===== config.mk =====
export PLATFORM = sky130hd
export DESIGN_NAME = line_load_ctrl
export DESIGN_NICKNAME = d
export VERILOG_FILES = /design/src/hw/conv_window_pkg.sv /design/src/hw/line_load_ctrl.sv
export SDC_FILE = /design/constraint.sdc
export NUM_CORES = 1
export LEC_CHECK = 0
export ABC_AREA = 1
export ABC_CLOCK_PERIOD_IN_PS = 2700
export CAP_MARGIN = 20
export CORE_MARGIN = 2
export CORE_UTILIZATION = 35
export DETAILED_ROUTE_END_ITERATION = 8
export DONT_BUFFER_PORTS = 1
export HOLD_SLACK_MARGIN = 0.12
export PLACE_DENSITY = 0.55
export SETUP_SLACK_MARGIN = 0.3
export SLEW_MARGIN = 20
export SYNTH_ARGS = -nofsm -noshare
export SYNTH_HDL_FRONTEND = slang
export SYNTH_SLANG_ARGS = --single-unit

===== constraint.sdc =====
create_clock -name clk -period 2.7 [get_ports clk]
set_input_delay 0.27 -clock clk [delete_from_list [all_inputs] [get_ports clk]]
set_output_delay 0.27 -clock clk [all_outputs]
set_load 0.02 [all_outputs]

===== src/hw/conv_window_pkg.sv =====
// Shared geometry defaults and scan FSM codes for the 5x5 convolution window generator
`default_nettype none

package conv_window_pkg;

    // Frame geometry defaults, picked up by the top level parameters
    localparam int DEF_IMG_W = 32;  // Pixels per input row
    localparam int DEF_IMG_H = 32;  // Input rows per frame
    localparam int DEF_KSIZE = 5;   // Window side
    localparam int DEF_PIX_W = 8;   // Bits per pixel

    // Read side FSM encoding
    localparam logic [1:0] SCAN_IDLE = 2'd0;  // Waiting for a frame start
    localparam logic [1:0] SCAN_LOAD = 2'd1;  // First KSIZE rows loading
    localparam logic [1:0] SCAN_ROW  = 2'd2;  // Issuing windows of one output row

    // Waits for the prefetch, then moves the read base down one line
    localparam logic [1:0] SCAN_ROLL = 2'd3;

endpackage

`default_nettype wire


===== src/hw/line_load_ctrl.sv =====
// Write side of the window generator; takes raster pixels and steers them into the line bank
`timescale 1ns/1ps
`default_nettype none

module line_load_ctrl #(
    parameter int  IMG_W  = conv_window_pkg::DEF_IMG_W,
    parameter int  IMG_H  = conv_window_pkg::DEF_IMG_H,
    parameter int  KSIZE  = conv_window_pkg::DEF_KSIZE,
    localparam int LINE_W = $clog2(KSIZE + 1),
    localparam int COL_W  = $clog2(IMG_W)
) (
    input  wire logic              clk,
    input  wire logic              reset_n,
    input  wire logic              i_start,
    input  wire logic              i_roll,
    input  wire logic              i_pixel_valid,
    output logic                   o_pixel_ready,
    output logic                   o_wr_en,
    output logic [LINE_W-1:0]      o_wr_line,
    output logic [COL_W-1:0]       o_wr_col,
    output logic                   o_rows_primed,
    output logic                   o_prefetch_busy
);

    localparam int LINES = KSIZE + 1;
    localparam int ROW_W = $clog2(IMG_H + 1);  // Counts up to IMG_H

    localparam logic [COL_W-1:0]  LAST_COL      = COL_W'(IMG_W - 1);
    localparam logic [ROW_W-1:0]  LAST_LOAD_ROW = ROW_W'(KSIZE - 1);
    localparam logic [ROW_W-1:0]  TOTAL_ROWS    = ROW_W'(IMG_H);
    localparam logic [LINE_W-1:0] SPARE_LINE    = LINE_W'(KSIZE);
    localparam logic [LINE_W-1:0] LAST_LINE     = LINE_W'(LINES - 1);

    logic [COL_W-1:0]  wr_col;
    logic [ROW_W-1:0]  in_row;   // Input rows fully taken so far
    logic [LINE_W-1:0] wr_line;
    logic              pending;  // A row is wanted from the source
    logic              primed;   // First KSIZE rows are in the bank
    logic              accept;

    assign accept = i_pixel_valid && pending;

    always_ff @(posedge clk) begin
        if (!reset_n) begin
            wr_col  <= '0;
            in_row  <= '0;
            wr_line <= '0;
            pending <= 1'b0;
            primed  <= 1'b0;
        end else if (i_start) begin
            wr_col  <= '0;
            in_row  <= '0;
            wr_line <= '0;
            pending <= 1'b1;  // Initial load starts right away
            primed  <= 1'b0;
        end else if (i_roll) begin
            // Spare line moves along with the read base
            wr_line <= (wr_line == LAST_LINE) ? '0 : wr_line + 1'b1;
            pending <= (in_row < TOTAL_ROWS);
        end else if (accept) begin
            if (wr_col == LAST_COL) begin
                wr_col <= '0;
                in_row <= in_row + 1'b1;
                if (!primed) begin
                    if (in_row == LAST_LOAD_ROW) begin
                        // Load complete, keep pending for the first prefetch
                        primed  <= 1'b1;
                        wr_line <= SPARE_LINE;
                    end else begin
                        wr_line <= wr_line + 1'b1;
                    end
                end else begin
                    pending <= 1'b0;  // Prefetched row is complete
                end
            end else begin
                wr_col <= wr_col + 1'b1;
            end
        end
    end

    assign o_pixel_ready   = pending;
    assign o_wr_en         = accept;
    assign o_wr_line       = wr_line;
    assign o_wr_col        = wr_col;
    assign o_rows_primed   = primed;
    assign o_prefetch_busy = pending;

endmodule

`default_nettype wire


=== Word level (Yosys, flattened, before mapping) ===
Cells that the tools add are included.

* Register bits after elaboration: 16
* Input bits: 5
* Output and inout bits: 12
* Word-level logic and storage cells: 40

* $add $sub $neg: 3
* Magnitude comparators: 1
* Equality and inequality tests: 4
* Muxes and demuxes: 14
* Bitwise gates (word level): 2
* Reductions and logical operators: 11

{| class="wikitable"
|+ Operators by type and width
! operator !! count
|-
| $mux W3 || 6
|-
| $reduce_and A3 Y1 || 3
|-
| $reduce_bool A3 Y1 || 3
|-
| $mux W1 || 7
|-
| $add A6 B1 Y6 const B || 1
|-
| $eq A6 B3 Y1 const B || 1
|-
| $lt A6 B6 Y1 const B || 1
|-
| $add A5 B1 Y5 const B || 1
|-
| $eq A5 B5 Y1 const B || 1
|-
| $mux W5 || 1
|-
| $reduce_bool A2 Y1 || 2
|-
| $add A3 B1 Y3 const B || 1
|-
| $eq A3 B3 Y1 const B || 1
|-
| $ne A2 B2 Y1 const B || 1
|-
| $not A1 Y1 || 2
|-
| $reduce_and A2 Y1 || 1
|-
| $reduce_or A2 Y1 || 1
|-
| $logic_and A1 B1 Y1 || 1
|}

=== Depth between registers and ports, before layout ===
* Depth in word-level cells: 6
* Gate-level depth with buffers: 9
* Mapped depth without buffers: 9

=== Worst setup path before layout ===
Ideal clock, no wire load.

* Path type: flip-flop to flip-flop
* Start: register wr_col[0], in the netlist o_wr_col[0]
* End: register in_row[3]
* Setup time: 0.113 ns
* Arrival: 1.506 ns
* Data required time: 2.587 ns
* Path slack: 1.081 ns
* Cell stages (with the launch flop): 10
* Cells stage by stage: dfxtp_1 -> ha_1 -> inv_1 -> nor3_1 -> ha_1 -> nand4_4 -> nor2_4 -> nand2_1 -> nand2_1 -> nor2_1

* Cells in the longest elaborated chain, start to end: 2

{| class="wikitable"
|+ RTL lines
! what !! RTL line !! source
|-
| start: declaration || line_load_ctrl.sv:34 || <nowiki>logic [COL_W-1:0] wr_col;</nowiki>
|-
| start signal: assignment || line_load_ctrl.sv:76 || <nowiki>wr_col <= wr_col + 1'b1;</nowiki>
|-
| $eq A5 B5 Y1 || line_load_ctrl.sv:61 || <nowiki>if (wr_col == LAST_COL) begin</nowiki>
|-
| $reduce_and A3 Y1 (no line) || -- ||
|-
| end signal: assignment || line_load_ctrl.sv:63 || <nowiki>in_row <= in_row + 1'b1;</nowiki>
|-
| end: declaration || line_load_ctrl.sv:35 || <nowiki>logic [ROW_W-1:0] in_row;</nowiki>
|}

No other way between the ends.
A chain may end at the register's enable or synchronous reset.

=== Worst setup path after layout ===
* Start: register wr_col[0], in the netlist o_wr_col[0]
* End: register pending, in the netlist o_pixel_ready

* Cells in the longest elaborated chain, start to end: 3

{| class="wikitable"
|+ RTL lines
! what !! RTL line !! source
|-
| $eq A5 B5 Y1 || line_load_ctrl.sv:61 ||
|-
| $reduce_bool A3 Y1 (no line) || -- ||
|-
| $reduce_and A3 Y1 (no line) || -- ||
|-
| end signal: assignment || line_load_ctrl.sv:59 || <nowiki>pending <= (in_row < TOTAL_ROWS);</nowiki>
|-
| end: declaration || line_load_ctrl.sv:37 || <nowiki>logic pending;</nowiki>
|}

No other way between the ends.

==> flow_metrics.tcl <==
set metrics [dict create \
    gr-total-overflow 0 \
    timing.critical_path.to_type "flop" \
    instances_no_fill 161 \
    num-fill-cells 296 \
    grt_pass1_wl_um 3030 \
    dr_vias_cell 4.70 \
    ys_warn_count 0 \
    r2r_cells 8 \
    cts_buffers 3 \
    first_pass_iters 4 \
    cp_slowest_cell "sky130_fd_sc_hd__dlygate4sd3_1" \
    synth_top_area_cell "sky130_fd_sc_hd__dfxtp_1" \
    syn_inst 128 \
    holdPathEnd "o_wr_col[1]" \
    setup.worst_path.start_class "flop" \
    ioPinCount 17 \
    critical-path-top-delay-family "buffers and inverters" \
    worstReg2RegStart "o_wr_col[0]" \
    final_net_count 144 \
    route.detailed.drc 0 \
    detailed_place.area_um2 930 \
    power_per_unit_of_standard_cell_area_nw_per_um2 417 \
    rsz_0062_raised_after_global_routing "false" \
    final_hold_viol_count 0 \
    fmax_mhz 457 \
    avgRoutedWirePerCell_um 10.8 \
    design_power_total_uw 406 \
    initial_utilization_pct 36.6 \
    max_stage_delay_ns 0.54 \
    place.gp.congestion 0.738 \
    crit-reg2reg-capture "o_pixel_ready" \
    final_setup_violation_count 0 \
    antenna_found_initial 0 \
    flow.area_growth_from_synthesis_pct 7.45 \
    hold_start "i_pixel_valid" \
    worst-path-buf-inv 2 \
    synth.distinct_cells 19 \
    critical_path.max_fanout 8 \
    wl_final_um 1740 \
    timing.critical_path.required_ns 2.87 \
    floorplan.core_area_um2 2480 \
    die-height_um 54.9 \
    hold_path_class "in -> reg" \
    first_global_vias 739 \
    die_area_um2 3020 \
    layout.cell_area.non_filler_um2 975 \
    maxCapViolCount 0 \
    route.vias.total 756 \
    ir_worst_vdd_mv 0.193 \
    fp-row-count 18 \
    synth_nets 139 \
    io_buffer_count 0 \
    timing.slew.headroom_pct 48.8 \
    worst_hold_path.num_cells 2 \
    timing.critical_path.mode_cell "sky130_fd_sc_hd__ha_1" \
    drive_above_1_share_pct 10.7 \
    whs_ns 0.211 \
    timing.setup.tns_ns 0 \
    place.detailed.hpwl_um 1370 \
    post_synth_main_area_contributors "sky130_fd_sc_hd__dfxtp_1 35%, sky130_fd_sc_hd__nand2_1 10%, sky130_fd_sc_hd__inv_1 8.7%" \
    drt_iter0_drc 13 \
    clk_transition_reported_paths_ns 0.09 \
    antenna_violating_nets_post_route 0 \
    clk_latency_ns 0.28 \
    max_slew.worst_pin.slew_ns 0.765 \
    n_antenna_cell 0 \
    postLayoutCoreUtil_pct 39.3 \
    slew_viol_final 0 \
    layout_worst_path_cycle_share_pct 81.1 \
    static-leakage-power_nw 0.423 \
    yosysSeqAreaShare_pct 35.3 \
    cts-root-to-sink-buffers 2 \
    worst_setup_path_type "reg -> reg" \
    timing.final.ws_setup_ns 0.510 \
    cts_tree "yes" \
    crit_path_cell_trace "ha_1 > inv_1 > nor3_1 > ha_1 > nand4_4 > o21ai_1 > a21oi_1 > dlygate4sd3_1" \
    placed_cells_incl_taps 156 \
    die_x_um 54.9 \
    synth.top_cell.area_share_pct 35.3 \
    pre_cts_ws_ns 0.878 \
    syn_avg_cell_area_um2 7.09 \
    cts.sinks 16 \
    post_synth_instance_area_um2 907 \
    grt_max_degree 13 \
    synth_seq_cells 16 \
    post-cts-setup-buffers 0 \
    status "finished, final reports clean" \
    data_arrival_critical_path_ns 2.36 \
    worst-r2r-setup-slack_ns 0.51 \
    mostFrequentLayoutCell "sky130_fd_sc_hd__nand2_1" \
    cts.htree.levels 1 \
    grt_util_all_layers_pct 13.9 \
    most-common-layout-cells "25 x sky130_fd_sc_hd__nand2_1, 21 x sky130_fd_sc_hd__inv_1, 16 x sky130_fd_sc_hd__nor2_1" \
    finClkSkew_ns 0.00224 \
    clock_tree_root "sky130_fd_sc_hd__clkbuf_4" \
    final.min_clock_period_ns 2.19 \
    cp.depth 8 \
]
## power by group
part | internal (mW) | switching, mW
combinational | 0.0115 | 0.0194
sequential | 0.240 | 0.0120
clock | 0.0517 | 0.0716
## how the worst max path moves through the flow
stage / end / start / slack (ns)
5_1_grt: o_pixel_ready / o_wr_col[0] / 0.33
6_report: o_pixel_ready / o_wr_col[0] / 0.51
3_5_place_dp: o_pixel_ready / o_wr_col[0] / 0.88
4_1_cts: o_pixel_ready / o_wr_col[0] / 0.33
3_3_place_gp: in_row[3] / o_wr_col[0] / 0.97
2_1_floorplan: in_row[3] / o_wr_col[0] / 1.08
## what timing repair did
| item | 4_1_cts | 5_1_grt |
|---|---|---|
| endpoints found under the hold margin | 1 | 0 |
| hold buffers | 2 | 0 |
| gates resized for setup | 0 | 3 |
| endpoints found under the setup margin | 0 | 1 |
## Yosys cell counts, drive strengths merged
cell	n
a21oi	11
buf	2
dfxtp	16
ha	6
inv	24
nand2	26
nand3	9
nand3b	1
nand4	4
nor2	18
nor3	2
o21ai	8
xor2	1
## cells by family after synthesis
logic type	count (synthesis)	synth area share [%]
simple gates	60	33.4
xor+xnor	1	0.966
fa+ha+maj	6	8.28
compound gates	19	10.5
buf+inv	26	11.6
flops	16	35.3
## flip-flops by register name (all words and copies together) (netlist names)
register / flops
in_row: 6
o_pixel_ready: 1
o_rows_primed: 1
o_wr_col: 5
o_wr_line: 3
## layout make-up
cell class	count	area, µm²	share of cell area, %
flip-flops and latches	16	323	33.1
multi-input cells	86	482	49.4
clock buffers	3	22.5	2.31
inverters	24	90.1	9.24
well taps	30	37.5	3.85
repair buffers	2	20.0	2.05
## metal layers
| layer | wire length (µm) | track usage, % |
|---|---|---|
| met5 | 0 | 0 |
| met4 | 12 | 6.50 |
| met3 | 106 | 3.23 |
| met2 | 789 | 21.2 |
| met1 | 834 | 18.6 |
(Power assumes the default switching activity.)
