**src/hw/conv_window_pkg.sv**
```systemverilog
// Shared geometry defaults and scan FSM codes for the 5x5 convolution window generator
`default_nettype none

package conv_window_pkg;

    // Frame geometry defaults, picked up by the top level parameters
    localparam int DEF_IMG_W = 32;  // Pixels per input row
    localparam int DEF_IMG_H = 32;  // Input rows per frame
    localparam int DEF_KSIZE = 5;   // Window side
    localparam int DEF_PIX_W = 8;   // Bits per pixel

    // Read side FSM encoding
    localparam logic [1:0] SCAN_IDLE = 2'd0;  // Waiting for a frame start
    localparam logic [1:0] SCAN_LOAD = 2'd1;  // First KSIZE rows loading
    localparam logic [1:0] SCAN_ROW  = 2'd2;  // Issuing windows of one output row

    // Waits for the prefetch, then moves the read base down one line
    localparam logic [1:0] SCAN_ROLL = 2'd3;

endpackage

`default_nettype wire

```
**src/hw/window_scan_ctrl.sv**
```systemverilog
// Read side FSM of the window generator; sequences window reads and the output strobes
`timescale 1ns/1ps
`default_nettype none

module window_scan_ctrl #(
    parameter int  IMG_W  = conv_window_pkg::DEF_IMG_W,
    parameter int  IMG_H  = conv_window_pkg::DEF_IMG_H,
    parameter int  KSIZE  = conv_window_pkg::DEF_KSIZE,
    localparam int LINE_W = $clog2(KSIZE + 1),
    localparam int COL_W  = $clog2(IMG_W)
) (
    input  wire logic              clk,
    input  wire logic              reset_n,
    input  wire logic              i_start,
    input  wire logic              i_conv_ready,
    input  wire logic              i_rows_primed,
    input  wire logic              i_prefetch_busy,
    output logic                   o_start_load,
    output logic                   o_roll,
    output logic                   o_rd_en,
    output logic [LINE_W-1:0]      o_rd_base,
    output logic [COL_W-1:0]       o_rd_col,
    output logic                   o_conv_valid,
    output logic                   o_conv_row_start,
    output logic                   o_conv_row_end,
    output logic                   o_done
);

    import conv_window_pkg::*;

    localparam int LINES = KSIZE + 1;
    localparam int ORW   = $clog2(IMG_H - KSIZE + 1);

    localparam logic [COL_W-1:0]  LAST_COL  = COL_W'(IMG_W - KSIZE);
    localparam logic [ORW-1:0]    LAST_ROW  = ORW'(IMG_H - KSIZE);
    localparam logic [LINE_W-1:0] LAST_LINE = LINE_W'(LINES - 1);

    logic [1:0]        state;
    logic [COL_W-1:0]  win_col;
    logic [ORW-1:0]    out_row;
    logic [LINE_W-1:0] rd_base;  // Line holding the top row of the window
    logic              issue;

    // Leaving SCAN_ROW marks the row as finished, so no extra flag is kept
    assign issue = (state == SCAN_ROW) && i_conv_ready;

    always_ff @(posedge clk) begin
        if (!reset_n) begin
            state            <= SCAN_IDLE;
            win_col          <= '0;
            out_row          <= '0;
            rd_base          <= '0;
            o_conv_valid     <= 1'b0;
            o_conv_row_start <= 1'b0;
            o_conv_row_end   <= 1'b0;
            o_done           <= 1'b0;
        end else begin
            // Strobes line up with the bank's window register
            o_conv_valid     <= issue;
            o_conv_row_start <= issue && (win_col == '0);
            o_conv_row_end   <= issue && (win_col == LAST_COL);

            // One cycle after the final window
            o_done <= o_conv_valid && o_conv_row_end && (out_row == LAST_ROW);

            case (state)
                SCAN_IDLE: begin
                    if (i_start) begin
                        state   <= SCAN_LOAD;
                        win_col <= '0;
                        out_row <= '0;
                        rd_base <= '0;
                    end
                end
                SCAN_LOAD: begin
                    if (i_rows_primed) begin
                        state <= SCAN_ROW;
                    end
                end
                SCAN_ROW: begin
                    if (issue) begin
                        if (win_col == LAST_COL) begin
                            win_col <= '0;
                            state   <= (out_row == LAST_ROW) ? SCAN_IDLE : SCAN_ROLL;
                        end else begin
                            win_col <= win_col + 1'b1;
                        end
                    end
                end
                SCAN_ROLL: begin
                    if (!i_prefetch_busy) begin
                        rd_base <= (rd_base == LAST_LINE) ? '0 : rd_base + 1'b1;
                        out_row <= out_row + 1'b1;
                        state   <= SCAN_ROW;
                    end
                end
                default: state <= SCAN_IDLE;
            endcase
        end
    end

    assign o_start_load = (state == SCAN_IDLE) && i_start;
    assign o_roll       = (state == SCAN_ROLL) && !i_prefetch_busy;  // Same cycle as base step
    assign o_rd_en      = issue;
    assign o_rd_base    = rd_base;
    assign o_rd_col     = win_col;

endmodule

`default_nettype wire

```
**config.mk**
```make
export PLATFORM = sky130hd
export DESIGN_NAME = window_scan_ctrl
export DESIGN_NICKNAME = d
export VERILOG_FILES = /design/src/hw/conv_window_pkg.sv /design/src/hw/window_scan_ctrl.sv
export SDC_FILE = /design/constraint.sdc
export NUM_CORES = 1
export LEC_CHECK = 0
export ABC_CLOCK_PERIOD_IN_PS = 1400
export BUFFER_PORTS_ARGS = -buffer_cell sky130_fd_sc_hd__buf_2
export CORE_UTILIZATION = 45
export DETAILED_ROUTE_END_ITERATION = 10
export GPL_TIMING_DRIVEN = 1
export PLACE_DENSITY = 0.71
export SLEW_MARGIN = 15
export SYNTH_ARGS = -nofsm -noshare
export SYNTH_HDL_FRONTEND = slang
export SYNTH_SLANG_ARGS = --single-unit
```
**constraint.sdc**
```tcl
create_clock -name clk -period 1.4 [get_ports clk]
set_input_delay 0.28 -clock clk [delete_from_list [all_inputs] [get_ports clk]]
set_output_delay 0.28 -clock clk [all_outputs]
set_load 0.005 [all_outputs]
```
### After elaboration in Yosys (flattened, before gate mapping)

Cells that the tools add are included.

| cells by class | value |
|---|---|
| equality and inequality tests | 11 |
| $add $sub $neg | 3 |
| mux-type cells | 17 |
| reductions and logical operators | 15 |

Operator list:

| cell | number |
|---|---|
| $mux W5 | 4 |
| $pmux W5 S2 | 2 |
| $mux W2 | 6 |
| $add A5 B1 Y5 const B | 2 |
| $eq A5 B5 Y1 const B | 2 |
| $mux W3 | 3 |
| $ne A2 B2 Y1 const B | 4 |
| $pmux W2 S4 | 1 |
| $logic_and A1 B1 Y1 | 7 |
| $pmux W3 S2 | 1 |
| $reduce_and A3 Y1 | 2 |
| $logic_not A5 Y1 | 1 |
| $reduce_and A5 Y1 | 1 |
| $eq A2 B2 Y1 const B | 2 |
| $reduce_bool A2 Y1 | 2 |
| $add A3 B1 Y3 const B | 1 |
| $eq A3 B3 Y1 const B | 1 |
| $eq A2 B1 Y1 const B | 1 |
| $logic_not A2 Y1 | 1 |
| $ne A2 B1 Y1 const B | 1 |
| $logic_not A1 Y1 | 1 |

| storage, ports and cells | value |
|---|---|
| bits of input ports | 6 |
| word-level logic and storage cells | 54 |
| register bits after elaboration | 19 |

### Depth between registers and ports, before layout

Gate-level depths: netlist of the first run.

| logic depth | value |
|---|---|
| depth in word-level cells | 5 |
| mapped depth | 6 |
| mapped depth without buffers | 4 |

### Worst setup path before layout of the first run

Ideal clock, no wire load.

| path | value |
|---|---|
| path kind | register to register |
| start point | register win_col[0] (netlist: o_rd_col[0]) |
| end point | register state[0] |
| setup slack | -0.011 ns |
| data arrival time | 1.325 ns |
| data required time | 1.314 ns |
| buffers on the path | 0 |
| stages on the path, launching flop included | 5 |
| path through | dfxtp_1 > ha_1 > nand4b_2 > or3b_1 > a211oi_1 |

| between the ends | value |
|---|---|
| word-level cells in the longest chain between the ends | 3 |

Ends and longest elaborated chain:

| item | RTL line | RTL |
|---|---|---|
| from (decl) | window_scan_ctrl.sv:39 | `logic [COL_W-1:0] win_col;` |
| from (signal assigned) | window_scan_ctrl.sv:86 | `win_col <= win_col + 1'b1;` |
| $eq A5 B5 Y1 | window_scan_ctrl.sv:82 | `if (win_col == LAST_COL) begin` |
| $ne A2 B1 Y1 (no line) | n/a |  |
| $reduce_and A5 Y1 (no line) | n/a |  |
| to (signal assigned) | window_scan_ctrl.sv:84 | `state <= (out_row == LAST_ROW) ? SCAN_IDLE : SCAN_ROLL;` |
| to (decl) | window_scan_ctrl.sv:38 | `logic [1:0] state;` |

No other way between the ends.
A chain may end at the register's enable or synchronous reset.

### Worst setup path after layout of the first run

| path | value |
|---|---|
| start point | register state[1] |
| end point | output o_start_load |

| between the ends | value |
|---|---|
| word-level cells in the longest chain between the ends | 2 |

Ends and longest elaborated chain:

| item | RTL line | RTL |
|---|---|---|
| $logic_not A2 Y1 | window_scan_ctrl.sv:102 | `assign o_start_load = (state == SCAN_IDLE) && i_start;` |
| $logic_and A1 B1 Y1 | window_scan_ctrl.sv:102 |  |
| to (decl) | window_scan_ctrl.sv:18 | `output logic o_start_load,` |

No other way between the ends.

==> impl_metrics.env, run 1 <==
export IMPL_cp_required_ns=1.12
export IMPL_cp_start_kind="flop"
export IMPL_p_leak_nw=0.5982
export IMPL_finalCoreUtilization=0.6719
export IMPL_drv_cap=0
export IMPL_synthArstFlopShare=0
export IMPL_grt_pass1_vias=890
export IMPL_end_kind="output pin"
export IMPL_io_pins=21
export IMPL_cts_inserted_buffers=3
export IMPL_clk_path_buf_depth=2
export IMPL_avgSynthCellArea_sq_um=8.770
export IMPL_totalWireLength_mm=2.347
export IMPL_syn_area_sq_um=982.2
export IMPL_yosys_warnings=0
export IMPL_die_area_sq_mm=0.002374
export IMPL_portBuffers=20
export IMPL_final_nets=161
export IMPL_grt_usage=0.2044
export IMPL_place_area_sq_mm=0.001189
export IMPL_powerDensity_mw_per_mm2=784.0
export IMPL_slew_violations=0
export IMPL_die_x_um=48.72
export IMPL_grt_ovfl_total=0
export IMPL_ys_seq_area_frac=0.3873
export IMPL_core_area_sq_mm=0.002002
export IMPL_insertion_delay_ns=0.30
export IMPL_syn_nets=121
export IMPL_firstDrtPassIters=4
export IMPL_synth_edf_count=0
export IMPL_synth_ff_type="dfxtp_1"
export IMPL_grt_antenna_before_repair=0
export IMPL_post_route_min_period_ns=1.480
export IMPL_synth_cells=112
export IMPL_hold_viol=0
export IMPL_grt_setup_unrepaired="true"
export IMPL_cts_tree="built"
export IMPL_final_cells=178
export IMPL_worstHoldPathType="in2reg"
export IMPL_worst_pin_slew_ns=0.3090
export IMPL_synth_top_area_cell="dfxtp_1"
export IMPL_setup_ws_ns=-0.08044
export IMPL_wire_per_inst_um=13.19
export IMPL_n_antenna_cell=0
export IMPL_yosys_cell_types_count=35
export IMPL_root_buffer="clkbuf_4"
export IMPL_synth_area_top_cells="dfxtp_1, nand3_1, a21oi_1"
export IMPL_std_cell_rows=16
export IMPL_synth_common_cells="dfxtp_1, nand3_1, a21oi_1"
export IMPL_setup_viol=3
export IMPL_drt_iter0_markers=23
export IMPL_dpl_worst_slack_ns=-0.02612
export IMPL_vias=982
export IMPL_grt_pass1_wl_mm=3.822
export IMPL_dp_final_hpwl_mm=1.506
export IMPL_violations="negative setup slack"
export IMPL_peakVddDrop_uv=494.7
export IMPL_die_h_um=48.72
export IMPL_drtAntennaViolNets=0
export IMPL_clk_pin_slew_worst_paths_ns=0.11
export IMPL_outcome="complete, but fails checks"
export IMPL_cts_max_level=1
export IMPL_clock_sinks=19
export IMPL_fill_cells=174
export IMPL_synth_seq_cells=19
export IMPL_fmax_mhz=675.5
export IMPL_area_growth_pct=36.94
export IMPL_finClkSkew_ns=0.005698
export IMPL_gp_congestion=0.7822
export IMPL_slew_limit_headroom=0.7927
export IMPL_drc=0
export IMPL_grt_max_degree=13
export IMPL_arrival_ns=1.20
export IMPL_viasPerCell=5.517
export IMPL_drive_above_1_share=0.4437
export IMPL_finalInstanceArea_sq_mm=0.001345
export IMPL_dp_cells=166
export IMPL_synth_most_common_cell="dfxtp_1"
export IMPL_fin_crit_sh=1.057
export IMPL_crit_fanout=3
export IMPL_synth_top_cell_area_share=0.3873
export IMPL_start_util=0.4906
export IMPL_crit_type="reg2out"
-- worst paths after layout --
path,depth (start not counted),slack [ns],from,endpoint
setup reg to reg,4,0,state[1]$_SDFFE_PN0P_,o_rd_base[0]$_SDFFE_PN0P_
setup / recovery,3,-0.08,state[1]$_SDFFE_PN0P_,o_start_load
hold reg to reg,2,0.45,o_conv_row_end$_SDFF_PN0_,o_done$_SDFF_PN0_
hold / removal,3,0.25,reset_n,o_done$_SDFF_PN0_
-- layout by cell type (no fill, tap or decap), types with 5 or more instances in the layout --
cell type,instances
a21oi_1,8
nand2b_1,5
inv_1,5
mux2i_1,5
buf_4,21
buf_2,19
nand3_1,12
dfxtp_2,6
nand4b_1,5
dfxtp_1,13
-- final cells by class --
type	instances	area, sq um	share of cell area
clock buffer	4	26.28	0.01953
inverter	7	26.28	0.01953
multi-input combinational	78	584.3	0.4344
sequential	19	387.9	0.2884
tap	27	33.78	0.02512
timing repair buffer	43	286.5	0.2130
-- layer usage --
metal  wire [um]  track usage
met1        1071       0.2694
met2        1110       0.3310
met3          89      0.02830
met4          75      0.08824
met5           0            0
-- sequential cells by signal, summed over array words and instances, names as in the netlist --
signal            count
o_rd_col              5
out_row               5
o_rd_base             3
state                 2
o_conv_row_end        1
o_conv_row_start      1
o_conv_valid          1
o_done                1
-- kinds of logic after synthesis --
family / share of synthesized area
simple gates: 0.2815
buf+inv: 0.07006
mux: 0.05096
compound gates: 0.1720
fa+ha+maj: 0.03822
flops: 0.3873
-- what timing repair did --
| action | CTS | global route |
|---|---|---|
| buffers inserted | 2 | 5 |
| gates resized for setup | 3 | 19 |
| pin swaps | 1 | 5 |
| gates cloned | 0 | 1 |
| hold buffers | 0 | 0 |
| endpoints found under the setup margin | 4 | 6 |
-- stage by stage --
stage	hold slack, ns	setup TNS [ns]	power, mW
detailed placement	0.4413	-0.05128	0.7253
finish	0.2454	-0.08608	1.055
global placement	0.4317	-0.008018	0.7219
CTS	0.2495	-0.2003	1.009
global route	0.2449	-0.2767	1.101
floorplan	0.4094	0	0.6715
-- report_power, final --
group	total, mW	leakage [nW]	internal (mW)	switching (mW)
Combinational	0.207	0.427	0.107	0.0995
Sequential	0.562	0.156	0.552	0.00983
Clock	0.286	0.0150	0.111	0.175
Total	1.05	0.598	0.770	0.284
-- worst max-delay path, cell delays in order, from the launching register on --
cell	delay [ns]
dfxtp_2	0.35
or3b_4	0.40
inv_2	0.06
buf_6	0.08
(Power assumes the default switching activity.)
==> run 2: changes to the inputs <==
--- a/config.mk
+++ b/config.mk
@@ -5,6 +5,7 @@
 export SDC_FILE = /design/constraint.sdc
 export NUM_CORES = 1
 export LEC_CHECK = 0
+export ABC_AREA = 1
 export ABC_CLOCK_PERIOD_IN_PS = 1400
 export BUFFER_PORTS_ARGS = -buffer_cell sky130_fd_sc_hd__buf_2
 export CORE_UTILIZATION = 45
==> run 2 against run 1 <==
The run now ends clean. Combinational power rose to 3.9 times the previous value. Via count down 4.8%. Final area down 13%. Wire length down 14%. Critical path depth up 2. Fmax up 8.4%.
==> impl_metrics.env, run 2 <==
export IMPL_outcome="completed"
export IMPL_synth_top_area_cell="dfxtp_1"
export IMPL_fill_cells=195
export IMPL_area_growth_pct=22.43
export IMPL_firstDrtPassIters=4
export IMPL_synth_cells=139
export IMPL_layout_cells_most_common_list="nand2_1, nor2_1, buf_2"
export IMPL_synth_area_top_cells="dfxtp_1, nand2_1, nor2_1"
export IMPL_final_nets=178
export IMPL_root_buffer="clkbuf_4"
export IMPL_final_common_cell="nand2_1"
export IMPL_die_x_um=48.18
export IMPL_grt_usage=0.1954
export IMPL_synth_most_common_cell="nand2_1"
export IMPL_arrival_ns=1.09
export IMPL_ys_seq_area_frac=0.3963
export IMPL_fin_crit_sh=0.9752
export IMPL_worstHoldPathType="in2reg"
export IMPL_crit_type="reg2out"
export IMPL_start_util=0.4842
export IMPL_finClkSkew_ns=0.005775
export IMPL_syn_nets=148
export IMPL_drtAntennaViolNets=0
export IMPL_drc=0
export IMPL_final_cells=195
export IMPL_gp_congestion=0.8131
export IMPL_cts_max_level=1
export IMPL_synth_ff_type="dfxtp_1"
export IMPL_grt_ovfl_total=0
export IMPL_clock_sinks=19
export IMPL_grt_setup_unrepaired="true"
export IMPL_synth_common_cells="nand2_1, nor2_1, dfxtp_1"
export IMPL_die_area_sq_mm=0.002321
export IMPL_fmax_mhz=732.4
export IMPL_max_stage_delay_ns=0.39
export IMPL_crit_chain="inv_4 -> nor2_4 -> nand2_4 -> inv_2 -> buf_2"
export IMPL_end_kind="output pin"
export IMPL_cts_inserted_buffers=3
export IMPL_totalWireLength_mm=2.007
export IMPL_grt_pass1_wl_mm=3.105
export IMPL_peakVddDrop_uv=820.0
export IMPL_drive_above_1_share=0.2738
export IMPL_n_antenna_cell=0
export IMPL_slowest_stage="dfxtp_4"
export IMPL_yosys_cell_types_count=20
export IMPL_cts_tree="built"
export IMPL_grt_max_degree=13
export IMPL_cp_required_ns=1.12
export IMPL_regArea_sq_um=389.1
export IMPL_insertion_delay_ns=0.29
export IMPL_clk_pin_slew_worst_paths_ns=0.11
export IMPL_die_h_um=48.18
export IMPL_yosys_warnings=0
export IMPL_slew_limit_headroom=0.8032
export IMPL_std_cell_rows=16
export IMPL_vias=935
export IMPL_slew_violations=0
export IMPL_core_area_sq_mm=0.001982
export IMPL_setup_viol=0
export IMPL_wire_per_inst_um=10.29
export IMPL_portBuffers=20
export IMPL_multi_input_area_sq_um=493.0
export IMPL_syn_area_sq_um=959.7
export IMPL_drv_cap=0
export IMPL_worst_pin_slew_ns=0.2929
export IMPL_holdWs_ns=0.2534
export IMPL_p_leak_nw=0.5896
export IMPL_synth_edf_count=0
export IMPL_clk_path_buf_depth=2
export IMPL_grt_pass1_vias=718
export IMPL_grt_antenna_before_repair=0
export IMPL_drt_iter0_markers=13
export IMPL_powerDensity_mw_per_mm2=1552
export IMPL_synthArstFlopShare=0
export IMPL_synth_seq_cells=19
export IMPL_post_route_min_period_ns=1.365
export IMPL_postCtsHoldBufs=0
export IMPL_viasPerCell=4.795
export IMPL_crit_fanout=4
export IMPL_synth_top_cell_area_share=0.3963
export IMPL_dp_cells=187
export IMPL_avgSynthCellArea_sq_um=6.904
export IMPL_io_pins=21
export IMPL_hold_viol=0
export IMPL_dp_final_hpwl_mm=1.516
export IMPL_cp_start_kind="flop"
==> run 2: cell count changes in the layout (fill, tap and decap cells not counted), moves of 10 or more <==
cell and delta:
nor2_1 +18, nand2_1 +32, inv_1 +10, buf_4 -14
==> run 2: per-layer routing <==
| metal | track usage | vias up | routed length [um] |
|---|---|---|---|
| li1 | - | 500 | - |
| met1 | 0.2659 | 415 | 978 |
| met2 | 0.3040 | 18 | 943 |
| met3 | 0.04444 | 2 | 71 |
| met4 | 0.06667 | 0 | 12 |
| met5 | 0 | - | 0 |
==> run 2: cell type report <==
| type | instances | share of cell area |
|---|---|---|
| Sequential cell | 19 | 0.3312 |
| Timing Repair Buffer | 27 | 0.1299 |
| Inverter | 20 | 0.06816 |
| Tap cell | 27 | 0.02875 |
| Multi-Input combinational cell | 98 | 0.4196 |
| Clock buffer | 4 | 0.02236 |
==> run 2: cell families (layout without fill, tap and decap cells) <==
group                      count (synthesis)  count (layout)  share of synthesized area
and+or+nand+nor                           79              79                     0.3781
buffers and inverters                     22              51                    0.09517
DFF                                       19              19                     0.3963
AOI/OAI and AO/OA                         16              16                    0.09127
adders and majority gates                  3               3                    0.03912
==> run 2: where the power goes <==
part / switching, mW / internal (mW)
clock network: 0.169 / 0.111
logic: 0.477 / 0.336
registers: 0.0908 / 0.640
total: 0.736 / 1.09
==> run 2: worst paths after layout <==
| kind | end | slack [ns] | cells after the start | from |
|---|---|---|---|---|
| setup / recovery | o_rd_en | 0.03 | 5 | state[1]$_SDFFE_PN0P_ |
| hold / removal | o_conv_row_start$_SDFF_PN0_ | 0.25 | 3 | i_conv_ready |
| setup reg to reg | state[1]$_SDFFE_PN0P_ | 0.14 | 8 | o_rd_col[1]$_SDFFE_PN0P_ |
| hold reg to reg | o_done$_SDFF_PN0_ | 0.46 | 2 | o_conv_row_end$_SDFF_PN0_ |
==> run 2: through the flow <==
stage / power [mW] / util / setup slack (ns) / instance area [sq um] / TNS (ns)
final: 1.823 / 0.5928 / 0.03467 / 1175 / 0
after global routing: 1.990 / 0.5928 / -0.02758 / 1175 / -0.02758
after CTS: 1.736 / 0.5732 / -0.04488 / 1136 / -0.04488
after detailed placement: 1.434 / 0.5549 / 0.1257 / 1100 / 0
after global placement: 1.424 / 0.5549 / 0.1288 / 1100 / 0
after floorplan: 1.257 / - / 0.2281 / 959.7 / 0
==> run 2: what timing repair did <==
action | 4_1_cts | 5_1_grt
buffers inserted | 0 | 4
resized for setup | 4 | 6
setup endpoints to repair | 3 | 9
pin swaps | 0 | 2
==> run 2: critical path, delay by kind of cell, from the launching register on <==
family	cells	cell delay (ns)
AND/OR/NAND/NOR	2	0.21
flip-flops	1	0.39
buffers and inverters	3	0.19
